### config.mk
export PLATFORM = sky130hd
export DESIGN_NAME = frontEnd
export DESIGN_NICKNAME = d
export VERILOG_FILES = /design/src/source/rafiFrontPkg.sv /design/src/source/insnBuffer.sv /design/src/source/opDecoder.sv /design/src/source/decodeStage.sv /design/src/source/frontEnd.sv
export VERILOG_INCLUDE_DIRS = /design/src /design/src/source
export SDC_FILE = /design/constraint.sdc
export NUM_CORES = 1
export LEC_CHECK = 0
export BUFFER_PORTS_ARGS = -buffer_cell sky130_fd_sc_hd__buf_2
export CAP_MARGIN = 20
export CORE_MARGIN = 2
export CORE_UTILIZATION = 45
export CTS_BUF_LIST = sky130_fd_sc_hd__clkbuf_8
export DETAILED_ROUTE_END_ITERATION = 7
export GPL_ROUTABILITY_DRIVEN = 0
export PLACE_DENSITY = 0.62
export REMOVE_ABC_BUFFERS = 1
export SKIP_LAST_GASP = 1
export SYNTH_ARGS = -nofsm -noshare
export SYNTH_HDL_FRONTEND = slang
export SYNTH_SLANG_ARGS = --single-unit
export TNS_END_PERCENT = 30
### constraint.sdc
create_clock -name clk -period 5 [get_ports clk]
set_input_delay 0.25 -clock clk [delete_from_list [all_inputs] [get_ports clk]]
set_output_delay 0.25 -clock clk [all_outputs]
set_load 0.005 [all_outputs]
### src/source/rafiFront_defs.svh
// ********************
// buffer depth must stay a power of two, pointers wrap without a compare
// ********************
`ifndef RAFI_FRONT_DEFS_SVH
`define RAFI_FRONT_DEFS_SVH

// halfword slots in the instruction buffer
`define BUF_DEPTH 8

// pointer width, log2 of the depth
`define BUF_PTR_W 3

// count width, one bit more than the pointer so a full buffer is visible
`define BUF_CNT_W 4

// exception codes as defined by the privileged spec
`define TRAP_ILLEGAL_INSN 4'd2
`define TRAP_INSN_PAGE_FAULT 4'd12

// width of a CSR address in the SYSTEM encoding
`define CSR_ADDR_W 12

`endif

### src/source/rafiFrontPkg.sv
// ********************
// types shared by the decode front end
// ********************
package rafiFrontPkg;
    `include "rafiFront_defs.svh"

    // RV32 base format fields
    typedef struct packed {
        logic [6:0] funct7;
        logic [4:0] rs2;
        logic [4:0] rs1;
        logic [2:0] funct3;
        logic [4:0] rd;
        logic [6:0] opcode;
    } rvFields_t;

    // same word seen as two buffer halfwords
    typedef struct packed {
        logic [15:0] high;
        logic [15:0] low;
    } halfPair_t;

    typedef union packed {
        rvFields_t fields;
        halfPair_t halves;
    } insnWord_u;

    typedef struct packed {
        logic [31:0] pc;
        logic [15:0] insn;
        logic fault;
        logic interruptValid;
        logic [3:0] interruptCode;
    } bufEntry_t;

    typedef enum logic [3:0] {
        OP_NONE,
        OP_ALU_REG,
        OP_ALU_IMM,
        OP_LOAD,
        OP_STORE,
        OP_BRANCH,
        OP_JAL,
        OP_JALR,
        OP_LUI,
        OP_AUIPC,
        OP_SYSTEM
    } opClass_e;

    typedef struct packed {
        opClass_e opClass;
        logic [4:0] rd;
        logic [4:0] rs1;
        logic [4:0] rs2;
        logic [31:0] imm;
        logic isUnknown;
    } op_t;

    typedef struct packed {
        logic valid;
        logic isInterrupt;
        logic [3:0] code;
        logic [31:0] value;
    } trapInfo_t;

    typedef struct packed {
        logic valid;
        logic [31:0] pc;
        insnWord_u insn;
        op_t op;
        logic isCompressed;
        logic [`CSR_ADDR_W-1:0] csrAddr;
        trapInfo_t trapInfo;
    } decodeOut_t;
endpackage

### src/source/insnBuffer.sv
// ********************
// writes are dropped while full or during flush, pops are never checked
// against the count, the decode stage guarantees they are legal
// ********************
`timescale 1ns/100ps
`include "rafiFront_defs.svh"

module insnBuffer
    import rafiFrontPkg::*;
(
    input  logic clk,
    input  logic reset,
    input  logic flush,
    input  logic wrEn,
    input  bufEntry_t wrEntry,
    output logic full,
    output bufEntry_t readLow,
    output bufEntry_t readHigh,
    output logic [`BUF_CNT_W-1:0] readableCount,
    input  logic popLow,
    input  logic popHigh
);
    bufEntry_t entries [`BUF_DEPTH];
    logic [`BUF_PTR_W-1:0] rdPtr;
    logic [`BUF_PTR_W-1:0] rdPtrNext;
    logic [`BUF_PTR_W-1:0] wrPtr;
    logic [`BUF_CNT_W-1:0] count;
    logic push;
    logic [1:0] popCount;

    assign full = count == `BUF_CNT_W'(`BUF_DEPTH);
    assign readableCount = count;

    // flush beats a write in the same cycle
    assign push = wrEn && !full && !flush;

    // popHigh only counts together with popLow
    assign popCount = popLow ? (popHigh ? 2'd2 : 2'd1) : 2'd0;

    assign rdPtrNext = rdPtr + 1'b1;
    assign readLow = entries[rdPtr];
    assign readHigh = entries[rdPtrNext];

    always_ff @(posedge clk) begin
        if (reset || flush) begin
            rdPtr <= '0;
            wrPtr <= '0;
            count <= '0;
        end
        else begin
            if (push) begin
                wrPtr <= wrPtr + 1'b1;
            end
            rdPtr <= rdPtr + `BUF_PTR_W'(popCount);
            count <= count + `BUF_CNT_W'(push) - `BUF_CNT_W'(popCount);
        end
    end

    // storage
    always_ff @(posedge clk) begin
        if (push) begin
            entries[wrPtr] <= wrEntry;
        end
    end
endmodule

### src/source/opDecoder.sv
// ********************
// purely combinational, op classes only, no funct3 detail is passed on
// ********************
`timescale 1ns/100ps

module opDecoder
    import rafiFrontPkg::*;
(
    input  insnWord_u insn,
    input  logic isCompressed,
    output op_t op
);
    localparam logic [6:0] OPC_OP = 7'b0110011;
    localparam logic [6:0] OPC_OP_IMM = 7'b0010011;
    localparam logic [6:0] OPC_LOAD = 7'b0000011;
    localparam logic [6:0] OPC_STORE = 7'b0100011;
    localparam logic [6:0] OPC_BRANCH = 7'b1100011;
    localparam logic [6:0] OPC_JAL = 7'b1101111;
    localparam logic [6:0] OPC_JALR = 7'b1100111;
    localparam logic [6:0] OPC_LUI = 7'b0110111;
    localparam logic [6:0] OPC_AUIPC = 7'b0010111;
    localparam logic [6:0] OPC_SYSTEM = 7'b1110011;

    rvFields_t f;
    logic [15:0] c;
    logic [31:0] immI;
    logic [31:0] immS;
    logic [31:0] immB;
    logic [31:0] immJ;
    logic [31:0] immU;
    logic [31:0] immCi;
    logic [31:0] immCls;
    logic [31:0] immCj;
    logic [31:0] immCb;
    logic legal;

    // compressed 3-bit register fields name x8..x15
    function automatic logic [4:0] cReg(input logic [2:0] idx);
        return {2'b01, idx};
    endfunction

    // immediates of both formats
    always_comb begin
        f = insn.fields;
        c = insn.halves.low;
        immI = {{20{f.funct7[6]}}, f.funct7, f.rs2};
        immS = {{20{f.funct7[6]}}, f.funct7, f.rd};
        immB = {{19{f.funct7[6]}}, f.funct7[6], f.rd[0], f.funct7[5:0], f.rd[4:1], 1'b0};
        immJ = {{11{f.funct7[6]}}, f.funct7[6], f.rs1, f.funct3, f.rs2[0], f.funct7[5:0],
                f.rs2[4:1], 1'b0};
        immU = {f.funct7, f.rs2, f.rs1, f.funct3, 12'h000};
        immCi = {{26{c[12]}}, c[12], c[6:2]};
        immCls = {25'h0, c[5], c[12:10], c[6], 2'b00};
        immCj = {{21{c[12]}}, c[8], c[10:9], c[6], c[7], c[2], c[11], c[5:3], 1'b0};
        immCb = {{24{c[12]}}, c[6:5], c[2], c[11:10], c[4:3], 1'b0};
    end

    always_comb begin
        op = '0;
        legal = 1'b0;
        if (!isCompressed) begin
            op.rd = f.rd;
            op.rs1 = f.rs1;
            op.rs2 = f.rs2;
            case (f.opcode)
                OPC_OP: begin
                    op.opClass = OP_ALU_REG;
                    legal = (f.funct7 == 7'h00) ||
                            (f.funct7 == 7'h20 && f.funct3 inside {3'b000, 3'b101});
                end
                OPC_OP_IMM: begin
                    op.opClass = OP_ALU_IMM;
                    op.rs2 = '0;
                    op.imm = immI;
                    // shift forms reuse funct7 as a fixed field
                    if (f.funct3 == 3'b001) begin
                        legal = f.funct7 == 7'h00;
                    end
                    else if (f.funct3 == 3'b101) begin
                        legal = f.funct7 inside {7'h00, 7'h20};
                    end
                    else begin
                        legal = 1'b1;
                    end
                end
                OPC_LOAD: begin
                    op.opClass = OP_LOAD;
                    op.rs2 = '0;
                    op.imm = immI;
                    legal = f.funct3 inside {3'b000, 3'b001, 3'b010, 3'b100, 3'b101};
                end
                OPC_STORE: begin
                    op.opClass = OP_STORE;
                    op.rd = '0;
                    op.imm = immS;
                    legal = f.funct3 inside {3'b000, 3'b001, 3'b010};
                end
                OPC_BRANCH: begin
                    op.opClass = OP_BRANCH;
                    op.rd = '0;
                    op.imm = immB;
                    legal = !(f.funct3 inside {3'b010, 3'b011});
                end
                OPC_JAL: begin
                    op.opClass = OP_JAL;
                    op.rs1 = '0;
                    op.rs2 = '0;
                    op.imm = immJ;
                    legal = 1'b1;
                end
                OPC_JALR: begin
                    op.opClass = OP_JALR;
                    op.rs2 = '0;
                    op.imm = immI;
                    legal = f.funct3 == 3'b000;
                end
                OPC_LUI, OPC_AUIPC: begin
                    op.opClass = (f.opcode == OPC_LUI) ? OP_LUI : OP_AUIPC;
                    op.rs1 = '0;
                    op.rs2 = '0;
                    op.imm = immU;
                    legal = 1'b1;
                end
                OPC_SYSTEM: begin
                    op.opClass = OP_SYSTEM;
                    op.rs2 = '0;
                    op.imm = immI;
                    legal = f.funct3 != 3'b100;
                end
                default: begin
                    legal = 1'b0;
                end
            endcase
        end
        else begin
            // funct3 and quadrant pick the form
            case ({c[15:13], c[1:0]})
                5'b010_00, 5'b110_00: begin
                    op.opClass = c[15] ? OP_STORE : OP_LOAD;
                    op.rd = c[15] ? 5'd0 : cReg(c[4:2]);
                    op.rs1 = cReg(c[9:7]);
                    op.rs2 = c[15] ? cReg(c[4:2]) : 5'd0;
                    op.imm = immCls;
                    legal = 1'b1;
                end
                5'b000_01, 5'b010_01: begin
                    // c.addi adds to rd, c.li adds to x0
                    op.opClass = OP_ALU_IMM;
                    op.rd = c[11:7];
                    op.rs1 = c[14] ? 5'd0 : c[11:7];
                    op.imm = immCi;
                    legal = 1'b1;
                end
                5'b101_01: begin
                    op.opClass = OP_JAL;
                    op.imm = immCj;
                    legal = 1'b1;
                end
                5'b110_01: begin
                    op.opClass = OP_BRANCH;
                    op.rs1 = cReg(c[9:7]);
                    op.imm = immCb;
                    legal = 1'b1;
                end
                5'b100_10: begin
                    // c.mv when bit 12 is clear, c.add when set
                    op.opClass = OP_ALU_REG;
                    op.rd = c[11:7];
                    op.rs1 = c[12] ? c[11:7] : 5'd0;
                    op.rs2 = c[6:2];
                    legal = (c[11:7] != 5'd0) && (c[6:2] != 5'd0);
                end
                default: begin
                    legal = 1'b0;
                end
            endcase
        end
        if (!legal) begin
            op = '0;
            op.isUnknown = 1'b1;
        end
    end
endmodule

### src/source/decodeStage.sv
// ********************
// one instruction per cycle, stall freezes out and blocks every pop
// ********************
`timescale 1ns/100ps
`include "rafiFront_defs.svh"

module decodeStage
    import rafiFrontPkg::*;
(
    input  logic clk,
    input  logic reset,
    input  logic stall,
    input  logic flush,
    input  bufEntry_t readLow,
    input  bufEntry_t readHigh,
    input  logic [`BUF_CNT_W-1:0] readableCount,
    output logic popLow,
    output logic popHigh,
    output insnWord_u insn,
    output logic isCompressed,
    input  op_t op,
    output decodeOut_t out
);
    logic valid;
    trapInfo_t trap;
    decodeOut_t nextOut;

    always_comb begin
        isCompressed = readLow.insn[1:0] != 2'b11;
        // a 32-bit word needs both halves in the buffer
        valid = (isCompressed && readableCount != '0) || (readableCount >= `BUF_CNT_W'(2));
        insn.halves.low = readLow.insn;
        insn.halves.high = isCompressed ? 16'h0000 : readHigh.insn;
    end

    // trap priority, interrupts before faults before illegal encodings
    always_comb begin
        trap = '0;
        if (valid) begin
            if (readLow.interruptValid) begin
                trap.valid = 1'b1;
                trap.isInterrupt = 1'b1;
                trap.code = readLow.interruptCode;
                trap.value = readLow.pc;
            end
            else if (!isCompressed && readHigh.interruptValid) begin
                trap.valid = 1'b1;
                trap.isInterrupt = 1'b1;
                trap.code = readHigh.interruptCode;
                trap.value = readLow.pc;
            end
            else if (readLow.fault || (!isCompressed && readHigh.fault)) begin
                trap.valid = 1'b1;
                trap.code = `TRAP_INSN_PAGE_FAULT;
                trap.value = readLow.pc;
            end
            else if (op.isUnknown) begin
                trap.valid = 1'b1;
                trap.code = `TRAP_ILLEGAL_INSN;
                trap.value = insn;
            end
        end
    end

    assign popLow = valid && !stall;
    assign popHigh = valid && !isCompressed && !stall;

    always_comb begin
        nextOut = '0;
        if (valid) begin
            nextOut.valid = 1'b1;
            nextOut.pc = readLow.pc;
            nextOut.insn = insn;
            nextOut.op = op;
            nextOut.isCompressed = isCompressed;
            nextOut.csrAddr = insn[31:20];
            nextOut.trapInfo = trap;
        end
    end

    // empty cycles load an all-zero record
    always_ff @(posedge clk) begin
        if (reset || flush) begin
            out <= '0;
        end
        else if (!stall) begin
            out <= nextOut;
        end
    end
endmodule

### src/source/frontEnd.sv
// ********************
// stall and flush are plain levels, the writer must watch full
// ********************
`timescale 1ns/100ps
`include "rafiFront_defs.svh"

module frontEnd
    import rafiFrontPkg::*;
(
    input  logic clk,
    input  logic reset,
    input  logic stall,
    input  logic flush,
    input  logic wrEn,
    input  bufEntry_t wrEntry,
    output logic full,
    output decodeOut_t out
);
    bufEntry_t readLow;
    bufEntry_t readHigh;
    logic [`BUF_CNT_W-1:0] readableCount;
    logic popLow;
    logic popHigh;
    insnWord_u insn;
    logic isCompressed;
    op_t op;

    insnBuffer buffer_i (
        .clk(clk),
        .reset(reset),
        .flush(flush),
        .wrEn(wrEn),
        .wrEntry(wrEntry),
        .full(full),
        .readLow(readLow),
        .readHigh(readHigh),
        .readableCount(readableCount),
        .popLow(popLow),
        .popHigh(popHigh)
    );

    decodeStage decode_i (
        .clk(clk),
        .reset(reset),
        .stall(stall),
        .flush(flush),
        .readLow(readLow),
        .readHigh(readHigh),
        .readableCount(readableCount),
        .popLow(popLow),
        .popHigh(popHigh),
        .insn(insn),
        .isCompressed(isCompressed),
        .op(op),
        .out(out)
    );

    opDecoder decoder_i (
        .insn(insn),
        .isCompressed(isCompressed),
        .op(op)
    );
endmodule

==> results of run 1 <==
-- state kept, by name, indices dropped and copies added, names as in the netlist --
name,cells
buffer_i.entries,432
decode_i.out,156
buffer_i.readableCount,4
buffer_i.rdPtr,3
buffer_i.wrPtr,3
-- layout make-up --
cell class | count | area [sq um]
Multi-Input combinational cell | 814 | 7950
Sequential cell | 598 | 16300
Timing Repair Buffer | 335 | 2120
Clock inverter | 71 | 404
Tap cell | 704 | 881
Inverter | 22 | 82.6
Fill cell | 4430 | 25500
Clock buffer | 110 | 1510
Antenna cell | 2 | 5.00
-- stage by stage --
stage	instance area, sq um	hold slack, ps	utilization	std cells	setup TNS, ps
after global routing	29300	68.5	0.534	2655	0
after CTS	29300	7.27	0.534	2654	0
final	29300	42.7	0.534	2656	0
after global placement	26800	441	0.489	2418	0
after floorplan	24200	349	-	1434	-673330
after detailed placement	26800	439	0.489	2418	0
-- worst reg2reg max path: cells and delay by family (launching register included) --
family / cells / cell delay [ps]
AO/OA/AOI/OAI: 4 / 1500
multiplexers: 2 / 1310
buffers and inverters: 2 / 630
AND/OR/NAND/NOR: 2 / 320
flip-flops: 1 / 450
-- where the power goes --
| group | internal (W) | switching [W] | total (W) |
|---|---|---|---|
| logic | 0.00104 | 0.00157 | 0.00261 |
| clock network | 0.00222 | 0.00194 | 0.00415 |
| registers | 0.00550 | 0.000131 | 0.00563 |
-- cell usage after synthesis (4+ instances only) --
master	n	share of area
edfxtp_1	432	0.52
dfxtp_1	166	0.13
mux4_2	147	0.13
nor2_1	120	0.018
a22oi_1	77	0.023
nand2_1	59	0.0089
a21oi_1	52	0.010
mux2i_1	51	0.021
clkbuf_1	47	0.0071
mux2_2	41	0.019
a22o_1	35	0.012
o21ai_0	34	0.0069
o22ai_1	32	0.0081
buf_2	25	0.0050
buf_4	23	0.0070
inv_1	21	0.0032
nand3_1	17	0.0034
nor3_1	13	0.0026
buf_1	11	0.0017
ha_1	11	0.0055
o21ai_1	11	0.0022
a21o_1	10	0.0030
and2_1	7	0.0018
mux2i_2	7	0.0039
buf_6	5	0.0023
o31ai_1	5	0.0015
a211oi_1	4	0.0012
a31oi_1	4	0.0010
a32o_1	4	0.0016
xor2_1	4	0.0014
-- routing by layer --
layer  up-vias  global-route usage  share of wire
met5         -                   0        0.00018
met4         2              0.0788          0.028
met3       128              0.0600          0.090
met2       872               0.399           0.47
met1      8270               0.360           0.42
li1       6820                   -              -
-- timing repair --
action / CTS / global route
endpoints found under the hold margin: 434 / 0
resized for setup: 0 / 0
hold buffers: 55 / 0
-- path summary, 6_finish.rpt --
check | cells after the start | startpoint | slack (ps) | to
worst max-delay path | 10 | buffer_i.rdPtr[0]$_SDFF_PP0_ | 740 | decode_i.out[65]$_SDFFE_PP0N_
worst min-delay path | 5 | flush | 40 | buffer_i.wrPtr[2]$_SDFFE_PP0P_
worst max register to register | 10 | buffer_i.rdPtr[0]$_SDFF_PP0_ | 740 | decode_i.out[65]$_SDFFE_PP0N_
worst min register to register | 2 | decode_i.out[53]$_SDFFE_PP0N_ | 440 | decode_i.out[53]$_SDFFE_PP0N_
-- cells by family after synthesis --
group | after synthesis | share of synthesized area
flip-flops | 598 | 0.657
AO/OA/AOI/OAI | 302 | 0.0851
multiplexers | 247 | 0.177
AND/OR/NAND/NOR | 244 | 0.0438
buffers and inverters | 133 | 0.0264
adder cells (fa/ha/maj) | 13 | 0.00716
XOR/XNOR | 8 | 0.00313
==> reports/qor.txt, run 1 <==
Slew headroom - 0.230
Fmax - 235 MHz
DRC viols - 0
Top delay family on crit path - compound AO/OA/AOI/OAI gates
critical path arrival - 4890 ps
Req. time, crit path - 5640 ps
Final WS setup - 745 ps
clk root buf - clkbuf_8
status - finished, final reports clean
CTS tree - done
drt wl/cell - 27.6 um
crit path launch type - flip-flop
fin nets - 1940
element type at the critical path end - flip-flop
synthesized area per cell - 16.1 sq um
Seq/Total Area, Yosys - 0.657
1st-pass router iterations - 5
number of synthesized flops with an enable pin - 432
most numerous cell on the critical path - buf_4
# port buffers - 227
actual slew at the worst max-slew pin - 1160 ps
first-pass GRT wire length - 106000 um
commonest non-fill, non-tap cell in the layout - edfxtp_1
Final ANT Viol Nets - 0
largest net degree at the start of global routing - 77
Post-synth top flop - edfxtp_1
synth warn - 0
Critical Path, Cell by Cell - buf_4 -> mux4_2 -> mux2i_2 -> nand3_1 -> o21ai_0 -> a31o_1 -> nor4_2 -> buf_4 -> o31ai_4 -> a22o_1
CP Class - flip-flop to flip-flop
Die Y - 239 um
Initial Utilization - 0.453
Max Slew Vio Count - 0
static leakage - 10.1 nW
cell area after synthesis - 0.0248 sq mm
Num CTS Buffers - 97
TritonCTS Sinks - 598
Syn Inst Count - 1545
Crit Path Max Fanout - 23
# Max-Cap Violations - 0
Core ar. - 0.0548 sq mm
grt total ovfl - 0
io pins - 228
Slowest Stage Delay on Critical Path - 830 ps
final hold viol count - 0
Setup-failing EPs final - 0
Hold Path Class - primary input to flip-flop
GR Util All Layers - 0.256
Post-CTS Setup Bufs - 0
Synth async-reset ratio - 0
Clock Skew - 35.1 ps
number of global-route vias before repair - 15700
CP max stage cell - o31ai_4
Yosys reg bits - 598
starting DRC count in detailed routing - 1820
Die ar. - 0.0570 sq mm
worst path bufs/invs - 2
DP Worst Slack - 792 ps
via count of the routed design - 16100
Max VDD drop - 0.274 mV
Final min period - 4260 ps
Clock Latency Late Sink - 700 ps
CTS clock-pin slew for the worst setup and hold paths - 60 ps
DR vias/cell - 6.06
initial antenna violation count - 4
final WL - 73200 um
crit share post-route - 0.851
RSZ-0062 raised after global routing - no
Design Power - 0.0124 W
clock buffer depth - 3
H-tree levels - 3
layout cell share with drive strength beyond 1 - 0.331
Die W - 239 um
post-DP HPWL - 46900 um
count of different cell masters after synthesis - 71
site row count - 86
Power Dens Cells - 424 mW/mm^2
Layout area overhead - 18.0%
most frequent cells in the layout - edfxtp_1, buf_2, dfxtp_1
(Power assumes the default switching activity.)
==> run 2: changes to the inputs <==
--- a/config.mk
+++ b/config.mk
@@ -8,12 +8,14 @@
 export LEC_CHECK = 0
 export BUFFER_PORTS_ARGS = -buffer_cell sky130_fd_sc_hd__buf_2
 export CAP_MARGIN = 20
+export CELL_PAD_IN_SITES_DETAIL_PLACEMENT = 1
+export CELL_PAD_IN_SITES_GLOBAL_PLACEMENT = 2
 export CORE_MARGIN = 2
-export CORE_UTILIZATION = 45
+export CORE_UTILIZATION = 41
 export CTS_BUF_LIST = sky130_fd_sc_hd__clkbuf_8
 export DETAILED_ROUTE_END_ITERATION = 7
 export GPL_ROUTABILITY_DRIVEN = 0
-export PLACE_DENSITY = 0.62
+export PLACE_DENSITY = 0.74
 export REMOVE_ABC_BUFFERS = 1
 export SKIP_LAST_GASP = 1
 export SYNTH_ARGS = -nofsm -noshare
==> run 2 against run 1 <==
  * First-iteration DRC count fell by 30%
  * Critical endpoint is now buffer_i.readableCount[3]$_SDFF_PP0_
  * Die area is 9.6% higher
  * Clock skew rose by 3.7 ps
  * Count of clock-buffer cells in the layout increased by 6
  * Largest power group unchanged
  * Combinational power rose by 3%
  * Sequential power barely moved
  * Non-clock buffer count is 13 higher
  * Sequential share of layout area is 0.50 points lower
  * Design area increased by 0.91%
  * Global-route usage down 0.75 points
  * Register-to-register slack improved by 160 ps
  * Largest cell class unchanged
==> reports/qor.txt, run 2 (synthesis gave the netlist of run 1 again) <==
status - finished, final reports clean
Hold Path Class - primary input to flip-flop
Placed Cells incl. Taps - 2507
Setup-failing EPs final - 0
Finished Layout Cells - 2745
Crit Path Max Fanout - 80
fin area - 0.0295 sq mm
most frequent cells in the layout - edfxtp_1, buf_2, dfxtp_1
post-place instance area - 0.0270 sq mm
Clock Skew - 38.8 ps
CP max stage cell - mux4_2
crit path launch type - flip-flop
Max VDD drop - 0.185 mV
H-tree levels - 3
io pins - 228
worst hold path startpoint - reset
Req. time, crit path - 5550 ps
Final ANT Viol Nets - 0
actual slew at the worst max-slew pin - 1130 ps
grt total ovfl - 0
Slowest Stage Delay on Critical Path - 600 ps
1st-pass router iterations - 5
# hold bufs at CTS - 57
met3 usage - 0.0452
site row count - 90
Design Power - 0.0125 W
DR vias/cell - 5.83
Die ar. - 0.0625 sq mm
Largest Register - buffer_i.entries
FF-to-FF setup slack - 910 ps
Worst R2R Start - buffer_i.rdPtr[0]$_SDFF_PP0_
Top delay family on crit path - buffers and inverters
Slew headroom - 0.249
via count of the routed design - 16000
clk root buf - clkbuf_8
final core occ - 0.491
hold path depth - 4
Final min period - 4090 ps
Final WS setup - 908 ps
# Max-Cap Violations - 0
Clock Latency Late Sink - 710 ps
Layout area overhead - 19.1%
Post-CTS Setup Bufs - 0
CTS tree - done
crit share post-route - 0.818
commonest non-fill, non-tap cell in the layout - edfxtp_1
Die W - 250 um
GR Util All Layers - 0.249
element type at the critical path end - flip-flop
final hold viol count - 0
TritonCTS Sinks - 598
worst path bufs/invs - 4
final WL - 77900 um
RSZ-0062 raised after global routing - no
Num CTS Buffers - 97
Critical Path, Cell by Cell - buf_12 -> mux4_2 -> mux2_2 -> nand2_1 -> buf_4 -> nor3_2 -> buf_4 -> inv_1 -> ha_1 -> ha_1 -> a21o_1 -> a21oi_1 -> xnor2_1 -> nor2_1
number of global-route vias before repair - 16700
static leakage - 10.2 nW
CTS clock-pin slew for the worst setup and hold paths - 70 ps
first-pass GRT wire length - 113000 um
worst reg2reg endpoint - buffer_i.readableCount[3]$_SDFF_PP0_
starting DRC count in detailed routing - 1275
drt wl/cell - 28.4 um
post-DP HPWL - 50700 um
Core ar. - 0.0601 sq mm
Post-CTS Resized - 0
Reg2Reg Depth - 14
DP Worst Slack - 910 ps
fin nets - 1953
largest net degree at the start of global routing - 81
critical path arrival - 4640 ps
# port buffers - 227
initial antenna violation count - 2
layout cell share with drive strength beyond 1 - 0.337
Max Slew Vio Count - 0
Power Dens Cells - 424 mW/mm^2
Die Y - 250 um
GR peak layer - met2
CP Class - flip-flop to flip-flop
Worst Hold End - buffer_i.readableCount[0]$_SDFF_PP0_
met1 GRT Util - 0.339
clock buffer depth - 3
Fmax - 244 MHz
met2 Resource Use GR - 0.402
Initial Utilization - 0.412
Crit path depth - 14
max reg flops - 432
DRC viols - 0
run 2: worst max path at each step:
stage	startpoint	endpoint	slack [ps]
finish	buffer_i.rdPtr[0]$_SDFF_PP0_	buffer_i.readableCount[3]$_SDFF_PP0_	910
global route	buffer_i.rdPtr[0]$_SDFF_PP0_	buffer_i.readableCount[2]$_SDFF_PP0_	700
CTS	buffer_i.rdPtr[1]$_SDFF_PP0_	decode_i.out[26]$_SDFFE_PP0N_	880
detailed placement	buffer_i.rdPtr[1]$_SDFF_PP0_	decode_i.out[26]$_SDFFE_PP0N_	910
global placement	buffer_i.rdPtr[0]$_SDFF_PP0_	decode_i.out[69]$_SDFFE_PP0N_	830
floorplan	buffer_i.rdPtr[0]$_SDFF_PP0_	decode_i.out[0]$_SDFFE_PP0N_	-5000
run 2: metal layers:
| layer | share of wire | wire, um |
|---|---|---|
| met5 | 0 | 0 |
| met4 | 0.029 | 2290 |
| met3 | 0.069 | 5360 |
| met2 | 0.48 | 37000 |
| met1 | 0.43 | 33200 |
run 2: area by class of cell:
| type | instances | area (sq um) |
|---|---|---|
| clock inverter | 63 | 348 |
| clock buffer | 116 | 1600 |
| multi-input combinational | 814 | 7930 |
| antenna | 2 | 5.00 |
| inverter | 22 | 82.6 |
| timing repair buffer | 348 | 2280 |
| sequential | 598 | 16300 |
| tap | 782 | 978 |
| fill | 5894 | 30600 |
run 2: power breakdown:
part	switching [W]	leakage (nW)	internal, W
Sequential	0.000119	5.24	0.00550
Clock	0.00198	1.12	0.00226
Combinational	0.00163	3.85	0.00105
Total	0.00372	10.2	0.00881
run 2: worst min-delay path: stages:
cell and delay, ps:
buf_2 90, nor2_1 40, buf_4 180, and2_1 170
run 2: metrics by stage:
stage,hold slack [ps],setup TNS [ps]
3_3_place_gp,436,0
2_1_floorplan,349,-673330
4_1_cts,21.5,0
5_1_grt,69.7,0
3_5_place_dp,441,0
6_report,77.8,0
==> run 3: changes to the inputs <==
--- a/config.mk
+++ b/config.mk
@@ -11,11 +11,11 @@
 export CELL_PAD_IN_SITES_DETAIL_PLACEMENT = 1
 export CELL_PAD_IN_SITES_GLOBAL_PLACEMENT = 2
 export CORE_MARGIN = 2
-export CORE_UTILIZATION = 41
+export CORE_UTILIZATION = 45
 export CTS_BUF_LIST = sky130_fd_sc_hd__clkbuf_8
 export DETAILED_ROUTE_END_ITERATION = 7
 export GPL_ROUTABILITY_DRIVEN = 0
-export PLACE_DENSITY = 0.74
+export PLACE_DENSITY = 0.78
 export REMOVE_ABC_BUFFERS = 1
 export SKIP_LAST_GASP = 1
 export SYNTH_ARGS = -nofsm -noshare
==> constraint.sdc (replaced) <==
create_clock -name clk -period 3.77 [get_ports clk]
set_input_delay 0.1885 -clock clk [delete_from_list [all_inputs] [get_ports clk]]
set_output_delay 0.1885 -clock clk [all_outputs]
set_load 0.005 [all_outputs]
==> run 3 against run 2 <==
  * The flow now finishes with violations (setup timing)
  * Global-route usage grew 2.5 points
  * Flip-flop and latch count unchanged
  * First-iteration DRC count up 9.9%
  * Hold slack better by 230 ps
  * Fmax up 7.8%
  * Clock power up 33%
==> reports/qor.txt, run 3 (synthesis gave the netlist of run 1 again) <==
status - complete, but fails checks
failing checks - setup timing
post-DP HPWL - 51400 um
TritonCTS Sinks - 598
layout cell share with drive strength beyond 1 - 0.352
Die ar. - 0.0570 sq mm
Critical Path, Cell by Cell - ha_2 -> buf_4 -> mux2i_1 -> mux4_2 -> and4_1 -> a21oi_1 -> o31ai_1 -> nor4_2 -> buf_12 -> o31ai_4 -> a22o_1
Num CTS Buffers - 99
fin nets - 2005
site row count - 86
worst hold path startpoint - wrEntry[27]
1st-pass router iterations - 6
Top delay family on crit path - compound AO/OA/AOI/OAI gates
Core ar. - 0.0548 sq mm
crit share post-route - 1.01
DR vias/cell - 5.99
# port buffers - 227
Final ANT Viol Nets - 0
hold path depth - 2
via count of the routed design - 16300
Clock Skew - 27.2 ps
final hold viol count - 0
GR Util All Layers - 0.274
element type at the critical path end - flip-flop
WHS - 304 ps
Setup-failing EPs final - 18
Crit. Startpoint - buffer_i.rdPtr[0]$_SDFF_PP0_
Hold Path Class - primary input to flip-flop
worst path bufs/invs - 2
Layout area overhead - 20.9%
number of global-route vias before repair - 17000
Final min period - 3800 ps
register area - 0.0163 sq mm
commonest non-fill, non-tap cell in the layout - edfxtp_1
starting DRC count in detailed routing - 1401
grt total ovfl - 0
filler cell count - 5252
Max Slew Vio Count - 0
critical path arrival - 4420 ps
# Max-Cap Violations - 0
CTS clock-pin slew for the worst setup and hold paths - 60 ps
Final WS setup - -27.5 ps
Crit Path Max Fanout - 21
crit path launch type - flip-flop
initial antenna violation count - 4
DRC viols - 0
Reg2Reg Depth - 11
Clock Latency Late Sink - 700 ps
Fmax - 263 MHz
max reg flops - 432
CTS tree - done
Max VDD drop - 0.285 mV
first-pass GRT wire length - 113000 um
Placed Cells incl. Taps - 2477
Finished Layout Cells - 2724
static leakage - 10.5 nW
CP max stage cell - o31ai_4
clk root buf - clkbuf_8
RSZ-0062 raised after global routing - yes
actual slew at the worst max-slew pin - 1100 ps
Slew headroom - 0.269
Worst R2R Start - buffer_i.rdPtr[0]$_SDFF_PP0_
Req. time, crit path - 4390 ps
H-tree levels - 3
drt wl/cell - 28.3 um
final WL - 77100 um
CP Class - flip-flop to flip-flop
Post-CTS Setup Bufs - 0
most frequent cells in the layout - edfxtp_1, buf_2, dfxtp_1
Die Y - 239 um
Slowest Stage Delay on Critical Path - 860 ps
Die W - 239 um
Power Dens Cells - 562 mW/mm^2
largest net degree at the start of global routing - 55
io pins - 228
Largest Register - buffer_i.entries
Initial Utilization - 0.453
area occupied by multi-input gates - 0.00794 sq mm
clock buffer depth - 3
Crit path depth - 11
## run 3: path summary, 6_finish.rpt
check | endpoint | slack (ps)
min | buffer_i.entries[6][27]$_DFFE_PP_ | 300
max reg2reg | decode_i.out[64]$_SDFFE_PP0N_ | -30
min reg2reg | decode_i.out[55]$_SDFFE_PP0N_ | 450
max | decode_i.out[64]$_SDFFE_PP0N_ | -30
## run 3: where the power goes
group	switching [W]	internal [W]
sequential	0.000150	0.00729
combinational	0.00222	0.00157
clock	0.00263	0.00298
## run 3: stage by stage
stage / setup TNS [ps] / util / setup WS [ps] / total power (W) / area [sq um]
floorplan: -1068940 / - / -6230 / 0.00974 / 24200
global placement: -25.6 / 0.501 / -25.6 / 0.0112 / 27400
detailed placement: -60.8 / 0.501 / -60.8 / 0.0113 / 27400
CTS: -139 / 0.547 / -25.9 / 0.0169 / 30000
global route: -4520 / 0.548 / -233 / 0.0175 / 30000
finish: -201 / 0.548 / -27.5 / 0.0168 / 30000
## run 3: timing repair
action,in CTS,in global routing
cloned,0,0
setup endpoints to repair,15,24
hold buffers,59,0
pin swaps,0,0
endpoints found under the hold margin,437,0
gates resized for setup,1,0
## run 3: layer usage
| layer | routed length [um] | up-vias | track usage | share of wire |
|---|---|---|---|---|
| met5 | 19 | - | 0 | 0.00025 |
| met4 | 2840 | 4 | 0.110 | 0.037 |
| met3 | 6160 | 151 | 0.0595 | 0.080 |
| met2 | 37100 | 706 | 0.443 | 0.48 |
| met1 | 31000 | 8506 | 0.363 | 0.40 |
| li1 | - | 6949 | - | - |
## run 3: layout make-up
cell class / instances / share of cell area
antenna: 3 / 0.000250
sequential: 598 / 0.544
tap: 704 / 0.0294
inverter: 22 / 0.00275
timing repair buffer: 398 / 0.0936
clock inverter: 67 / 0.0116
multi-input combinational: 814 / 0.265
clock buffer: 118 / 0.0541
